[src/hdl/pmp_defines.svh]
/*
 * PMP checker global sizes
 * physical address width, address register width,
 * table depth and entry index coding
 */
`ifndef PMP_DEFINES_SVH
`define PMP_DEFINES_SVH

// physical address width in bits
`define PMP_PLEN 34
// address register holds the physical address shifted right by 2
`define PMP_ADDR_LEN 32
`define PMP_NUM_ENTRIES 8
// index width leaves room for the reserved no-match code
`define PMP_IDX_W 4
`define PMP_IDX_NONE 4'hf

`endif
[src/hdl/pmp_pkg.sv]
/*
 * PMP checker types
 * address matching modes, access kinds, privilege levels
 * and the per-entry configuration byte
 */
package pmp_pkg;

    // address matching mode, encoding as in the A field of pmpcfg
    typedef enum logic [1:0] {
        OFF   = 2'd0,
        TOR   = 2'd1,
        NA4   = 2'd2,
        NAPOT = 2'd3
    } pmp_addr_mode_t;

    // kind of access being checked
    typedef enum logic [1:0] {
        ACC_READ  = 2'd0,
        ACC_WRITE = 2'd1,
        ACC_EXEC  = 2'd2
    } pmp_access_t;

    typedef enum logic {
        PRIV_U = 1'b0,
        PRIV_M = 1'b1
    } pmp_priv_t;

    // one pmpcfg byte, msb first: L, reserved, A, X, W, R
    typedef struct packed {
        logic           locked;
        logic [1:0]     reserved;
        pmp_addr_mode_t addr_mode;
        logic           x;
        logic           w;
        logic           r;
    } pmp_cfg_t;

endpackage

[src/hdl/pmp_top.sv]
/*
 * PMP checker top level
 * entry table with its write port feeding the access checker
 */
`include "pmp_defines.svh"

module pmp_top import pmp_pkg::*; (
    input  logic                     clk_i,
    input  logic                     reset_i,
    // table write port
    input  logic                     wr_req_i,
    input  logic [`PMP_IDX_W-1:0]    wr_idx_i,
    input  logic                     wr_is_addr_i,
    input  pmp_cfg_t                 wr_cfg_i,
    input  logic [`PMP_ADDR_LEN-1:0] wr_addr_i,
    output logic                     wr_ack_o,
    // access check port
    input  logic                     chk_req_i,
    input  logic [`PMP_PLEN-1:0]     chk_addr_i,
    input  pmp_access_t              chk_access_i,
    input  pmp_priv_t                chk_priv_i,
    output logic                     chk_ack_o,
    output logic                     chk_allow_o,
    output logic [`PMP_IDX_W-1:0]    chk_match_idx_o
);

    logic [`PMP_NUM_ENTRIES*8-1:0]             cfg_flat;
    logic [`PMP_NUM_ENTRIES*`PMP_ADDR_LEN-1:0] addr_flat;

    pmp_cfg_regs cfg_regs_inst (
        .clk_i       (clk_i),
        .reset_i     (reset_i),
        .wr_req_i    (wr_req_i),
        .wr_idx_i    (wr_idx_i),
        .wr_is_addr_i(wr_is_addr_i),
        .wr_cfg_i    (wr_cfg_i),
        .wr_addr_i   (wr_addr_i),
        .wr_ack_o    (wr_ack_o),
        .cfg_o       (cfg_flat),
        .addr_o      (addr_flat)
    );

    pmp_checker checker_inst (
        .clk_i          (clk_i),
        .reset_i        (reset_i),
        .cfg_i          (cfg_flat),
        .addr_i         (addr_flat),
        .chk_req_i      (chk_req_i),
        .chk_addr_i     (chk_addr_i),
        .chk_access_i   (chk_access_i),
        .chk_priv_i     (chk_priv_i),
        .chk_ack_o      (chk_ack_o),
        .chk_allow_o    (chk_allow_o),
        .chk_match_idx_o(chk_match_idx_o)
    );

endmodule

[src/hdl/pmp_checker.sv]
/*
 * PMP access checker
 * matches an address against all entries in parallel, lets the
 * lowest matching entry decide and answers over a four-phase
 * handshake one cycle after the request is sampled
 */
`include "pmp_defines.svh"

module pmp_checker import pmp_pkg::*; (
    input  logic                                      clk_i,
    input  logic                                      reset_i,
    input  logic [`PMP_NUM_ENTRIES*8-1:0]             cfg_i,
    input  logic [`PMP_NUM_ENTRIES*`PMP_ADDR_LEN-1:0] addr_i,
    input  logic                                      chk_req_i,
    input  logic [`PMP_PLEN-1:0]                      chk_addr_i,
    input  pmp_access_t                               chk_access_i,
    input  pmp_priv_t                                 chk_priv_i,
    output logic                                      chk_ack_o,
    output logic                                      chk_allow_o,
    output logic [`PMP_IDX_W-1:0]                     chk_match_idx_o
);

    localparam int NUM = `PMP_NUM_ENTRIES;
    localparam int IW  = `PMP_IDX_W;

    pmp_cfg_t                 cfg   [NUM];
    logic [`PMP_ADDR_LEN-1:0] addr  [NUM];
    logic [NUM-1:0]           match;
    logic                     hit;
    pmp_cfg_t                 hit_cfg;
    logic [IW-1:0]            hit_idx;
    logic                     allow;
    logic                     chk_ack_q;
    logic                     chk_allow_q;
    logic [IW-1:0]            chk_idx_q;

    for (genvar g = 0; g < NUM; g++) begin : g_entry
        assign cfg[g]  = pmp_cfg_t'(cfg_i[g*8 +: 8]);
        assign addr[g] = addr_i[g*`PMP_ADDR_LEN +: `PMP_ADDR_LEN];

        // entry 0 uses address zero as its TOR lower bound
        pmp_entry entry_inst (
            .addr_i          (chk_addr_i),
            .conf_addr_i     (addr[g]),
            .conf_addr_prev_i((g == 0) ? '0 : addr[(g == 0) ? 0 : g - 1]),
            .conf_addr_mode_i(cfg[g].addr_mode),
            .match_o         (match[g])
        );
    end

    // static priority, lowest index is kept last
    always_comb begin
        hit     = 1'b0;
        hit_cfg = '0;
        hit_idx = `PMP_IDX_NONE;
        for (int i = NUM - 1; i >= 0; i--) begin
            if (match[i]) begin
                hit     = 1'b1;
                hit_cfg = cfg[i];
                hit_idx = IW'(i);
            end
        end
    end

    always_comb begin
        if (!hit) begin
            // default rule, only machine mode passes
            allow = (chk_priv_i == PRIV_M);
        end else if (!hit_cfg.locked && chk_priv_i == PRIV_M) begin
            allow = 1'b1;
        end else begin
            case (chk_access_i)
                ACC_READ:  allow = hit_cfg.r;
                ACC_WRITE: allow = hit_cfg.w;
                ACC_EXEC:  allow = hit_cfg.x;
                default:   allow = 1'b0;
            endcase
        end
    end

    // results only load on a fresh request, so they hold while ack is high
    always_ff @(posedge clk_i) begin
        if (reset_i) begin
            chk_ack_q   <= 1'b0;
            chk_allow_q <= 1'b0;
        end else if (chk_req_i && !chk_ack_q) begin
            chk_ack_q   <= 1'b1;
            chk_allow_q <= allow;
        end else if (!chk_req_i) begin
            chk_ack_q <= 1'b0;
        end
    end

    // index is payload and only loads with a new answer
    always_ff @(posedge clk_i) begin
        if (chk_req_i && !chk_ack_q) begin
            chk_idx_q <= hit_idx;
        end
    end

    assign chk_ack_o       = chk_ack_q;
    assign chk_allow_o     = chk_allow_q;
    assign chk_match_idx_o = chk_idx_q;

endmodule

[src/hdl/pmp_cfg_regs.sv]
/*
 * PMP entry table
 * holds the cfg bytes and address registers, runs the four-phase
 * write handshake and drops writes blocked by lock bits
 */
`include "pmp_defines.svh"

module pmp_cfg_regs import pmp_pkg::*; (
    input  logic                                          clk_i,
    input  logic                                          reset_i,
    input  logic                                          wr_req_i,
    input  logic [`PMP_IDX_W-1:0]                         wr_idx_i,
    input  logic                                          wr_is_addr_i,
    input  pmp_cfg_t                                      wr_cfg_i,
    input  logic [`PMP_ADDR_LEN-1:0]                      wr_addr_i,
    output logic                                          wr_ack_o,
    output logic [`PMP_NUM_ENTRIES*8-1:0]                 cfg_o,
    output logic [`PMP_NUM_ENTRIES*`PMP_ADDR_LEN-1:0]     addr_o
);

    localparam int NUM = `PMP_NUM_ENTRIES;
    localparam int IW  = `PMP_IDX_W;

    pmp_cfg_t                 cfg_q  [NUM];
    logic [`PMP_ADDR_LEN-1:0] addr_q [NUM];
    logic                     wr_ack_q;
    logic                     own_locked;
    logic                     next_tor_locked;
    pmp_cfg_t                 cfg_clean;

    // reserved bits always read back as zero
    always_comb begin
        cfg_clean          = wr_cfg_i;
        cfg_clean.reserved = 2'b00;
    end

    // lock state of the addressed entry and of the one above it
    always_comb begin
        own_locked      = 1'b0;
        next_tor_locked = 1'b0;
        for (int i = 0; i < NUM; i++) begin
            if (wr_idx_i == IW'(i)) begin
                own_locked = cfg_q[i].locked;
            end
        end
        // a locked TOR entry also freezes the address register below it
        for (int i = 1; i < NUM; i++) begin
            if (wr_idx_i == IW'(i - 1)) begin
                next_tor_locked = cfg_q[i].locked && (cfg_q[i].addr_mode == TOR);
            end
        end
    end

    always_ff @(posedge clk_i) begin
        if (reset_i) begin
            wr_ack_q <= 1'b0;
            for (int i = 0; i < NUM; i++) begin
                cfg_q[i]  <= '0;
                addr_q[i] <= '0;
            end
        end else if (wr_req_i && !wr_ack_q) begin
            // new request, write and ack in the same edge
            wr_ack_q <= 1'b1;
            for (int i = 0; i < NUM; i++) begin
                if (wr_idx_i == IW'(i) && !own_locked) begin
                    if (!wr_is_addr_i) begin
                        cfg_q[i] <= cfg_clean;
                    end else if (!next_tor_locked) begin
                        addr_q[i] <= wr_addr_i;
                    end
                end
            end
        end else if (!wr_req_i) begin
            wr_ack_q <= 1'b0;
        end
    end

    assign wr_ack_o = wr_ack_q;

    // flatten the table towards the checker
    for (genvar g = 0; g < NUM; g++) begin : g_flat
        assign cfg_o[g*8 +: 8]                             = cfg_q[g];
        assign addr_o[g*`PMP_ADDR_LEN +: `PMP_ADDR_LEN]    = addr_q[g];
    end

endmodule

[src/hdl/pmp_entry.sv]
/*
 * Single PMP entry address match
 * compares a physical address against one entry in TOR, NA4
 * or NAPOT mode; OFF never matches. purely combinational
 */
`include "pmp_defines.svh"

module pmp_entry import pmp_pkg::*; (
    input  logic [`PMP_PLEN-1:0]     addr_i,
    input  logic [`PMP_ADDR_LEN-1:0] conf_addr_i,
    input  logic [`PMP_ADDR_LEN-1:0] conf_addr_prev_i,
    input  pmp_addr_mode_t           conf_addr_mode_i,
    output logic                     match_o
);

    localparam int PLEN = `PMP_PLEN;
    localparam int SW   = $clog2(PLEN) + 1;

    logic [`PMP_ADDR_LEN-1:0]         conf_addr_n;
    logic [$clog2(`PMP_ADDR_LEN)-1:0] trail_ones;
    logic                             all_ones;
    logic [PLEN-1:0]                  top_addr;
    logic [PLEN-1:0]                  bot_addr;
    logic [SW-1:0]                    size;
    logic [PLEN-1:0]                  mask;
    logic [PLEN-1:0]                  base;

    // trailing ones of the register are trailing zeros of its inverse
    assign conf_addr_n = ~conf_addr_i;

    pmp_lzc #(
        .WIDTH(`PMP_ADDR_LEN)
    ) lzc_inst (
        .in_i   (conf_addr_n),
        .cnt_o  (trail_ones),
        .empty_o(all_ones)
    );

    // byte addresses of this and the previous register
    assign top_addr = {conf_addr_i, 2'b00};
    assign bot_addr = {conf_addr_prev_i, 2'b00};

    // region is 2^size bytes, 4 bytes for NA4
    assign size = (conf_addr_mode_i == NA4) ? SW'(2) : SW'(trail_ones) + SW'(3);
    // size of PLEN or more shifts the mask out entirely
    assign mask = {PLEN{1'b1}} << size;
    assign base = top_addr & mask;

    always_comb begin
        case (conf_addr_mode_i)
            TOR:     match_o = (addr_i >= bot_addr) && (addr_i < top_addr);
            NA4:     match_o = (addr_i & mask) == base;
            // register of all ones covers the whole space
            NAPOT:   match_o = all_ones || ((addr_i & mask) == base);
            default: match_o = 1'b0;
        endcase
    end

endmodule

[src/hdl/pmp_lzc.sv]
/*
 * Trailing zero counter
 * priority search from bit 0; the entry feeds it an inverted
 * address register so the result is the count of trailing ones
 */
module pmp_lzc #(
    parameter int WIDTH = 32
) (
    input  logic [WIDTH-1:0]         in_i,
    output logic [$clog2(WIDTH)-1:0] cnt_o,
    output logic                     empty_o
);

    localparam int CW = $clog2(WIDTH);

    // all zeros input, count saturates at WIDTH-1
    assign empty_o = ~|in_i;

    always_comb begin
        cnt_o = CW'(WIDTH - 1);
        // scan from the top so the lowest set bit is the last one kept
        for (int i = WIDTH - 1; i >= 0; i--) begin
            if (in_i[i]) begin
                cnt_o = CW'(i);
            end
        end
    end

endmodule

[config.mk]
export PLATFORM = sky130hd
export DESIGN_NAME = pmp_top
export DESIGN_NICKNAME = d
export VERILOG_FILES = /design/src/hdl/pmp_pkg.sv /design/src/hdl/pmp_top.sv /design/src/hdl/pmp_checker.sv /design/src/hdl/pmp_cfg_regs.sv /design/src/hdl/pmp_entry.sv /design/src/hdl/pmp_lzc.sv
export VERILOG_INCLUDE_DIRS = /design/src /design/src/hdl
export SDC_FILE = /design/constraint.sdc
export NUM_CORES = 1
export LEC_CHECK = 0
export ABC_AREA = 1
export BUFFER_PORTS_ARGS = -buffer_cell sky130_fd_sc_hd__buf_2
export CAP_MARGIN = 20
export CORE_MARGIN = 8
export CORE_UTILIZATION = 50
export DETAILED_ROUTE_END_ITERATION = 10
export MAX_ROUTING_LAYER = met4
export PLACE_DENSITY = 0.66
export SLEW_MARGIN = 20
export SYNTH_ARGS = -nofsm -noshare
export SYNTH_HDL_FRONTEND = slang
export SYNTH_SLANG_ARGS = --single-unit
[constraint.sdc]
create_clock -name clk_i -period 6.82 [get_ports clk_i]
set_input_delay 2.046 -clock clk_i [delete_from_list [all_inputs] [get_ports clk_i]]
set_output_delay 2.046 -clock clk_i [all_outputs]
set_load 0.1 [all_outputs]
### After elaboration in Yosys (flattened, before gate mapping)

Memory sizes are Yosys's and may differ from the RTL's.
Index checks and enable logic that the tools add are counted.

| storage, ports and cells | value |
|---|---|
| bits in latches | 0 |
| bits in writable memories | 304 |
| output and inout port bits | 7 |
| ROM bits | 0 |
| memories | 2 |
| register bits after elaboration | 7 |
| logic and storage cells | 577 |
| input port bits | 86 |

Memories:

| memory | words | width | read ports | clocked after Yosys merged registers in | write ports | RTL line | source |
|---|---|---|---|---|---|---|---|
| cfg_regs_inst.addr_q | 8 | 32 | 8 | 0 | 8 | pmp_cfg_regs.sv:25 | `` logic [`PMP_ADDR_LEN-1:0] addr_q [NUM]; `` |
| cfg_regs_inst.cfg_q | 8 | 6 | 8 | 0 | 8 | pmp_cfg_regs.sv:24 | `pmp_cfg_t cfg_q [NUM];` |

| operators by class | value |
|---|---|
| add/sub/neg operators | 8 |
| muxes and demuxes | 394 |
| reductions and logical operators | 59 |
| $mul | 0 |
| magnitude comparators | 16 |
| shift operators | 8 |
| divide/modulo/power cells | 0 |
| eq/ne operators | 43 |
| bitwise gates (word level) | 40 |

Operators by type and width:

| operator | count |
|---|---|
| $mux W5 | 128 |
| $and A34 B34 Y34 | 16 |
| $eq A34 B34 Y1 | 8 |
| $lt A34 B34 Y1 | 8 |
| $shl A34 B6 Y34 const A | 8 |
| $mux W4 | 65 |
| $mux W32 | 8 |
| $not A32 Y32 | 8 |
| $reduce_or A32 Y1 | 8 |
| $ge A34 B34 Y1 | 7 |
| $mux W1 | 107 |
| $mux W3 | 35 |
| $mux W6 | 16 |
| $mux W8 | 8 |
| $add A5 B2 Y6 const B | 8 |
| $mux W2 | 18 |
| $eq A2 B2 Y1 const B | 17 |
| $ge A34 B1 Y1 const B | 1 |
| $pmux W1 S3 | 9 |
| $logic_and A1 B1 Y1 | 26 |
| $eq A2 B1 Y1 const B | 9 |
| $eq A4 B3 Y1 const B | 4 |
| $or A1 B1 Y1 | 16 |
| $logic_not A1 Y1 | 12 |
| other kinds (9) | 18 |

### Longest topological paths before layout

Gate-level depths: netlist (run 1).
An unclocked memory read counts as a cell.

| logic depth | value |
|---|---|
| word-level depth | 52 |
| gate-level depth with buffers | 64 |
| depth with buffers taken out | 64 |

### Cells and area by module

From an unflattened synthesis (run 1), not the netlist that was laid out.

| unflattened totals | value |
|---|---|
| cell total of the unflattened synthesis | 5,320 |
| area total of the unflattened synthesis | 36,797.8 um^2 |

Modules (own cells, without submodules):

| module | times used | sequential area each (um^2) | area an instance (um^2) | cells an instance |
|---|---|---|---|---|
| pmp_entry (checker_inst.g_entry[0].entry_inst ...) | 7 | 0.0 | 2,702.6 | 458 |
| pmp_cfg_regs | 1 | 9,148.8 | 11,173.2 | 751 |
| pmp_lzc | 8 | 0.0 | 426.7 | 100 |
| pmp_entry (checker_inst.g_entry[2].entry_inst) | 1 | 0.0 | 2,653.8 | 447 |
| pmp_checker | 1 | 160.2 | 639.4 | 116 |

### Least setup slack after synthesis (run 1)

Ideal clock, no wire load.

| timing path | value |
|---|---|
| kind | input to register |
| start | input port wr_idx_i[3] |
| end | memory cfg_regs_inst.addr_q[1][100] (netlist name), enable pin |
| slack | 0.641 ns |
| setup time | 0.466 ns |
| data required time | 6.354 ns |
| stages on the path | 12 |
| arrival time | 5.714 ns |
| path buffers | 0 |
| path through | nor2_1 inv_1 nor3_1 inv_1 nor3_1 a31oi_1 o31ai_1 a31oi_1 o311ai_0 nor4_1 inv_1 o21ai_0 |

RTL lines:

| item | RTL line | source |
|---|---|---|
| from (decl) | pmp_top.sv:12 | `` input logic [`PMP_IDX_W-1:0] wr_idx_i, `` |
| to (decl) | pmp_cfg_regs.sv:25 |  |

==> results of run 1 <==
-- kinds of logic after synthesis --
kind of cell / synth area share
AOI/OAI and AO/OA: 0.0847
DFF: 0.340
adders and majority gates: 0.120
muxes: 0.000411
buffers and inverters: 0.0896
and+or+nand+nor: 0.286
xor gates and xnor gates: 0.0793
-- cell usage in the layout, fill, tap and decap left out, types with 8 or more instances in the layout --
cell and instances:
nand2_1 816, inv_1 543, nor2_1 506, edfxtp_1 308, ha_1 263, nand3_1 206, xor2_1 188, a21oi_1 159
buf_2 90, nand4_1 84, o21ai_0 80, nor3_1 63, buf_4 61, xnor2_1 60, nor4_1 56, clkbuf_16 41
o21ai_1 39, inv_2 20, a31oi_1 20, o211ai_1 17, nand2_2 16, nand3_2 12, a211oi_1 11, nand2_4 10
o21bai_1 8
-- how the worst max path moves through the flow --
stage,start,endpoint,slack [ns]
2_1_floorplan,wr_idx_i[3],cfg_regs_inst.addr_q[1][100]$_DFFE_PP_,0.64
3_3_place_gp,chk_addr_i[21],checker_inst.chk_allow_o$_SDFFE_PP0P_,1.05
3_5_place_dp,chk_addr_i[21],checker_inst.chk_allow_o$_SDFFE_PP0P_,1.05
4_1_cts,cfg_regs_inst.addr_q[1][29]$_SDFFCE_PN0P_,checker_inst.chk_allow_o$_SDFFE_PP0P_,1.28
5_1_grt,cfg_regs_inst.addr_q[1][29]$_SDFFCE_PN0P_,checker_inst.chk_allow_o$_SDFFE_PP0P_,0.41
6_report,cfg_regs_inst.addr_q[1][29]$_SDFFCE_PN0P_,checker_inst.chk_allow_o$_SDFFE_PP0P_,1.24
-- layout make-up --
| cell class | count | area share |
|---|---|---|
| Multi-Input combinational cell | 2715 | 0.517 |
| Sequential cell | 311 | 0.307 |
| Inverter | 568 | 0.0706 |
| Clock buffer | 48 | 0.0351 |
| Timing Repair Buffer | 151 | 0.0300 |
| Tap cell | 704 | 0.0291 |
| Clock inverter | 23 | 0.0107 |
| Antenna cell | 2 | 0.000165 |
-- power groups by stage --
| stage | clock network, mW | registers, mW | logic [mW] |
|---|---|---|---|
| 2_1_floorplan | 0 | 2.32 | 0.661 |
| 3_3_place_gp | 0 | 2.32 | 1.06 |
| 3_5_place_dp | 0 | 2.32 | 1.07 |
| 4_1_cts | 2.31 | 2.29 | 1.07 |
| 5_1_grt | 2.37 | 2.30 | 1.21 |
| 6_report | 2.29 | 2.29 | 1.10 |
-- per-stage QoR --
stage | setup slack [ns] | instances
finish | 1.24 | 4522
global route | 0.414 | 4522
CTS | 1.28 | 4520
detailed placement | 1.05 | 4449
global placement | 1.05 | 4449
floorplan | 0.641 | 3662
-- worst max-delay path: cells and delay by family, from the launching register on --
kind / cells / cell delay (ns)
fa+ha+maj: 1 / 0.24
simple gates: 50 / 3.97
flops: 1 / 0.44
buf+inv: 4 / 0.35
compound gates: 4 / 0.46
-- sequential cells by signal, summed over array words and instances (netlist names) --
| signal | flops |
|---|---|
| cfg_regs_inst.addr_q | 256 |
| cfg_regs_inst.cfg_q | 48 |
| checker_inst.chk_match_idx_o | 4 |
| cfg_regs_inst.wr_ack_o | 1 |
| checker_inst.chk_ack_o | 1 |
| checker_inst.chk_allow_o | 1 |
-- Yosys cell counts, drive strengths merged (4+ instances only) --
library cell  count
a2111oi           7
ha              263
a31oi            20
nand3b            6
nand3           225
clkbuf           37
or2               9
a221oi            6
nor2            511
a311oi            4
nand2           842
xnor2            60
a41oi             6
edfxtp          308
nor4             56
o21ai           122
o21bai            8
xor2            188
o311ai            6
o211ai           17
a21oi           161
buf              31
a211oi           11
o2111ai           7
nand4            84
a21boi            4
inv             565
nor3             63
-- metal layers --
metal | wire length (um) | up-vias | global-route usage
met5 | 0 | - | -
met4 | 5290 | 0 | 0.152
met3 | 11900 | 210 | 0.0816
met2 | 42800 | 1237 | 0.471
met1 | 43700 | 12100 | 0.440
li1 | - | 12400 | -
==> results.txt, run 1 <==
status = complete, no violations
Crit-path slowest cell = edfxtp_1
total gr overflow = 0
post-route ant nets = 0
R2R depth = 59
arrival time at the worst endpoint = 6.04 ns
peak supply drop = 0.000221 V
Gate power share = 0.193
H-tree depth = 2
Sink Count = 311
total power = 5.67 mW
post-layout util = 0.554
Clock power frac = 0.403
FF-to-FF End = checker_inst.chk_allow_o$_SDFFE_PP0P_
YS warnings = 0
r2r setup slk = 1.24 ns
post-synthesis async set-or-reset flop share = 0
Post-synth EDFFs = 308
initial drt markers = 2,964
most frequent CP cell = nand2_1
area of the multi-input gates = 15,600 sq um
Syn Area/Cell = 7.48 sq um
synth top area cells = edfxtp_1 (34%), ha_1 (12%), nand2_1 (11%)
Filler Cells Inserted = 5,294
fin. max-slew vios = 0
clock buffer depth = 3
Remaining DRCs = 0
DIE AREA = 62,600 sq um
CTS Buf Count = 39
final instance area = 30,300 sq um
share of layout cells above drive strength 1 = 0.0781
postcts setup bufs = 0
NumNets Final = 4,135
Wirelength per Cell = 22.9 um
Detailed Routing Iterations Pass 1 = 6
Cell Rows = 86
Crit Path Max Fanout = 9
Sequential cell area = 9310 sq um
Hold WC Path Type = register to register
Top FF cell, synth = edfxtp_1
vias per cell = 5.73
Vias = 25.9k
global-route wire length before repair = 151,000 um
Startpoint Class = register
Tmin final = 5.58 ns
I/O pins = 93
Power Density = 187 nW/um^2
number of global-route vias before repair = 24.0k
Die Ht = 250 um
clock latency on the worst-skew pair = 0.58 ns
largest net degree at the start of global routing = 36
cts repair resizes = 0
sw power = 1.76 mW
sw frac = 0.310
Final Setup Violations = 0
slew margin rel. = 0.326
# hold bufs at CTS = 0
GRT Resource Usage Total = 0.331
min-delay src = checker_inst.chk_allow_o$_SDFFE_PP0P_
Layout area overhead = 10.5%
Layout Skew = 0.0309 ns
Netlist cell types = 63
total routed wirelength = 104,000 um
Die Span X = 250 um
Crit path required time = 7.29 ns
total core area = 54,700 sq um
Post-Route Setup TNS = 0 ns
Tightest Pin Transition = 1.01 ns
sequential-to-total area share from yosys stat = 0.340
crit end category = register
clk root buf = clkbuf_16
Yosys top cell area share = 0.337
Post-Synthesis Cell Area = 27,400 sq um
Synth Instances = 3,662
internal power = 3.92 mW
RSZ-0062 raised after global routing = false
Yosys top cell by area = edfxtp_1
Reg power frac = 0.403
max-capacitance violation count = 0
Hold Path Sink = checker_inst.chk_allow_o$_SDFFE_PP0P_
Hold WS = 0.559 ns
worst hold path cell count = 2
Clock transition at path regs = 0.06 ns
initial antenna violation count = 2
Leakage = 13.7 nW
CP max stage delay = 0.44 ns
post-DP HPWL = 76,500 um
period utilization = 0.818
final hold vios = 0
CTS tree = done
global placement routability congestion = 1.02
syn nets = 4,011
Starting Density = 0.501
critical path class = register to register
RR Startpoint = cfg_regs_inst.addr_q[1][29]$_SDFFCE_PN0P_
I/O Buffers = 90
FMAX = 179 MHz
placed cell area = 28,900 sq um
flops & latches, synth = 311
Power figures use the tool's default switching activity.
==> inputs of run 2 (changes only) <==
--- a/config.mk
+++ b/config.mk
@@ -13,7 +13,7 @@
 export CORE_UTILIZATION = 50
 export DETAILED_ROUTE_END_ITERATION = 10
 export MAX_ROUTING_LAYER = met4
-export PLACE_DENSITY = 0.66
+export PLACE_DENSITY = 0.69
 export SLEW_MARGIN = 20
 export SYNTH_ARGS = -nofsm -noshare
 export SYNTH_HDL_FRONTEND = slang
==> constraint.sdc (replaced) <==
create_clock -name clk_i -period 4.8 [get_ports clk_i]
set_input_delay 1.44 -clock clk_i [delete_from_list [all_inputs] [get_ports clk_i]]
set_output_delay 1.44 -clock clk_i [all_outputs]
set_load 0.1 [all_outputs]
==> run 2 against run 1 <==
  * The flow now finishes with violations (setup timing)
  * First-iteration DRC count decreased by 5.8%
  * Fmax increased by 13%
  * Via count increased by 4.7%
  * Die area unchanged
  * Non-clock buffer count increased by 284
  * Register-to-register slack got worse by 1.4 ns
  * Worst hold slack got worse by 0.022 ns
  * Critical path depth decreased by 1
  * Global-route usage increased by 0.77 points
  * Sequential power increased by 41%
  * Final area increased by 8.6%
  * Sequential share of layout area decreased by 2.4 points
  * Largest cell class unchanged
  * Largest power group unchanged
==> results.txt, run 2 (same netlist as run 1, synthesis figures left out) <==
total gr overflow = 0
commonest non-fill, non-tap cell in the layout = nand2_1
Hold Path Sink = checker_inst.chk_allow_o$_SDFFE_PP0P_
share of layout cells above drive strength 1 = 0.165
most flop-heavy register = cfg_regs_inst.addr_q
critical path's top delay family = simple AND/OR/NAND/NOR gates
# hold bufs at CTS = 0
Leakage = 15.2 nW
Wirelength per Cell = 22.2 um
final instance area = 32,900 sq um
RR Startpoint = cfg_regs_inst.addr_q[1][94]$_DFFE_PP_
R2R depth = 58
I/O pins = 93
GRT Resource Usage Total = 0.338
Remaining DRCs = 0
Layout Skew = 0.0177 ns
FMAX = 203 MHz
FF-to-FF End = checker_inst.chk_allow_o$_SDFFE_PP0P_
clk root buf = clkbuf_16
Crit path required time = 5.25 ns
Crit Path Max Fanout = 5
Reg power frac = 0.410
min-delay src = checker_inst.chk_allow_o$_SDFFE_PP0P_
DP Worst Slack = -0.345 ns
critical path class = register to register
Die Span X = 250 um
post-DP HPWL = 83,500 um
peak supply drop = 0.000222 V
CTS Buf Count = 36
total power = 7.89 mW
setup slack after layout = -0.116 ns
Die Ht = 250 um
Starting Density = 0.501
CTS tree = done
Detailed Routing Iterations Pass 1 = 6
placed cell area = 30,900 sq um
global placement routability congestion = 1.05
I/O Buffers = 90
Sequential cell area = 9310 sq um
Sink Count = 311
Filler Cells Inserted = 5,124
Startpoint Class = register
sw frac = 0.313
Vias = 27.1k
worst hold path cell count = 2
Cell Rows = 86
number of global-route vias before repair = 25.6k
Hold WC Path Type = register to register
initial drt markers = 2,793
Gate power share = 0.227
crit end category = register
status = complete, but fails checks
fin. max-slew vios = 0
total routed wirelength = 106,000 um
RSZ-0062 raised after global routing = true
Tmin final = 4.92 ns
Power Density = 240 nW/um^2
Tightest Pin Transition = 1.03 ns
clock buffer depth = 3
sw power = 2.47 mW
most frequent cells in the layout = nand2_1 (789), inv_1 (535), nor2_1 (478)
initial antenna violation count = 2
clock latency on the worst-skew pair = 0.57 ns
violated checks = setup timing
post-route ant nets = 0
Buf/Inv on CP = 3
period utilization = 1.02
r2r setup slk = -0.12 ns
total core area = 54,700 sq um
area of the multi-input gates = 16,100 sq um
H-tree depth = 2
arrival time at the worst endpoint = 5.36 ns
most frequent CP cell = nand2_1
internal power = 5.42 mW
global-route wire length before repair = 156,000 um
Crit-path slowest cell = edfxtp_1
DIE AREA = 62,600 sq um
Layout area overhead = 20.0%
slew margin rel. = 0.306
final hold vios = 0
Clock transition at path regs = 0.06 ns
NumNets Final = 4,416
max-capacitance violation count = 0
largest net degree at the start of global routing = 35
max reg flops = 256
vias per cell = 5.65
Final Setup Violations = 1
Clock power frac = 0.363
CP max stage delay = 0.40 ns
==> run 2: per-stage QoR <==
step | instances | util | TNS, ns | hold slack, ns
floorplan | 3662 | - | -49.48 | 0.625
global placement | 4699 | 0.566 | -0.878 | 0.517
detailed placement | 4699 | 0.566 | -0.755 | 0.514
CTS | 4773 | 0.592 | -0.0582 | 0.538
global route | 4799 | 0.602 | -1.97 | 0.556
finish | 4800 | 0.602 | -0.116 | 0.537
==> run 2: what timing repair did <==
action / 4_1_cts / 5_1_grt
setup endpoints to repair: 5 / 5
buffers inserted: 10 / 24
endpoints found under the hold margin: 0 / 0
cloned: 0 / 0
pin swaps: 23 / 45
resized for setup: 40 / 104
==> run 2: per-layer routing <==
layer  track usage  part of all wire  vias to the layer above
li1              -                 -                    13000
met1         0.413              0.39                    12500
met2         0.518              0.44                     1278
met3        0.0649             0.099                      326
met4         0.204             0.073                        0
met5             -                 0                        -
==> run 2: power by group through the flow <==
stage	registers [mW]	clock network [mW]	logic [mW]
after floorplan	3.29	0	0.939
after global placement	3.28	0	1.68
after detailed placement	3.28	0	1.69
after CTS	3.23	2.87	1.72
after global routing	3.24	2.97	1.95
final	3.23	2.87	1.79
==> run 2: cell type report <==
type                    count  area share
clock buffers              45      0.0297
well taps                 704      0.0268
inverters                 568      0.0651
flip-flops and latches    311       0.283
diodes                      3    0.000228
repair buffers            435      0.0983
clock inverters            19     0.00670
multi-input cells        2715       0.490
==> run 2: tightest hold or removal path: cells and delay by family, from the launching register on <==
kind | cells | cell delay, ns
compound gates | 1 | 0.08
flops | 1 | 0.33
simple gates | 1 | 0.09
==> run 2: how the worst max path moves through the flow <==
stage	cells past startpoint	slack (ns)	to	from
floorplan	12	-0.77	cfg_regs_inst.addr_q[1][100]$_DFFE_PP_	wr_idx_i[3]
global placement	60	-0.36	checker_inst.chk_allow_o$_SDFFE_PP0P_	cfg_regs_inst.addr_q[1][29]$_SDFFCE_PN0P_
detailed placement	60	-0.34	checker_inst.chk_allow_o$_SDFFE_PP0P_	cfg_regs_inst.addr_q[1][29]$_SDFFCE_PN0P_
CTS	59	-0.06	checker_inst.chk_allow_o$_SDFFE_PP0P_	cfg_regs_inst.addr_q[0][93]$_SDFFCE_PN0P_
global route	59	-0.69	checker_inst.chk_allow_o$_SDFFE_PP0P_	cfg_regs_inst.addr_q[1][125]$_DFFE_PP_
finish	58	-0.12	checker_inst.chk_allow_o$_SDFFE_PP0P_	cfg_regs_inst.addr_q[1][94]$_DFFE_PP_
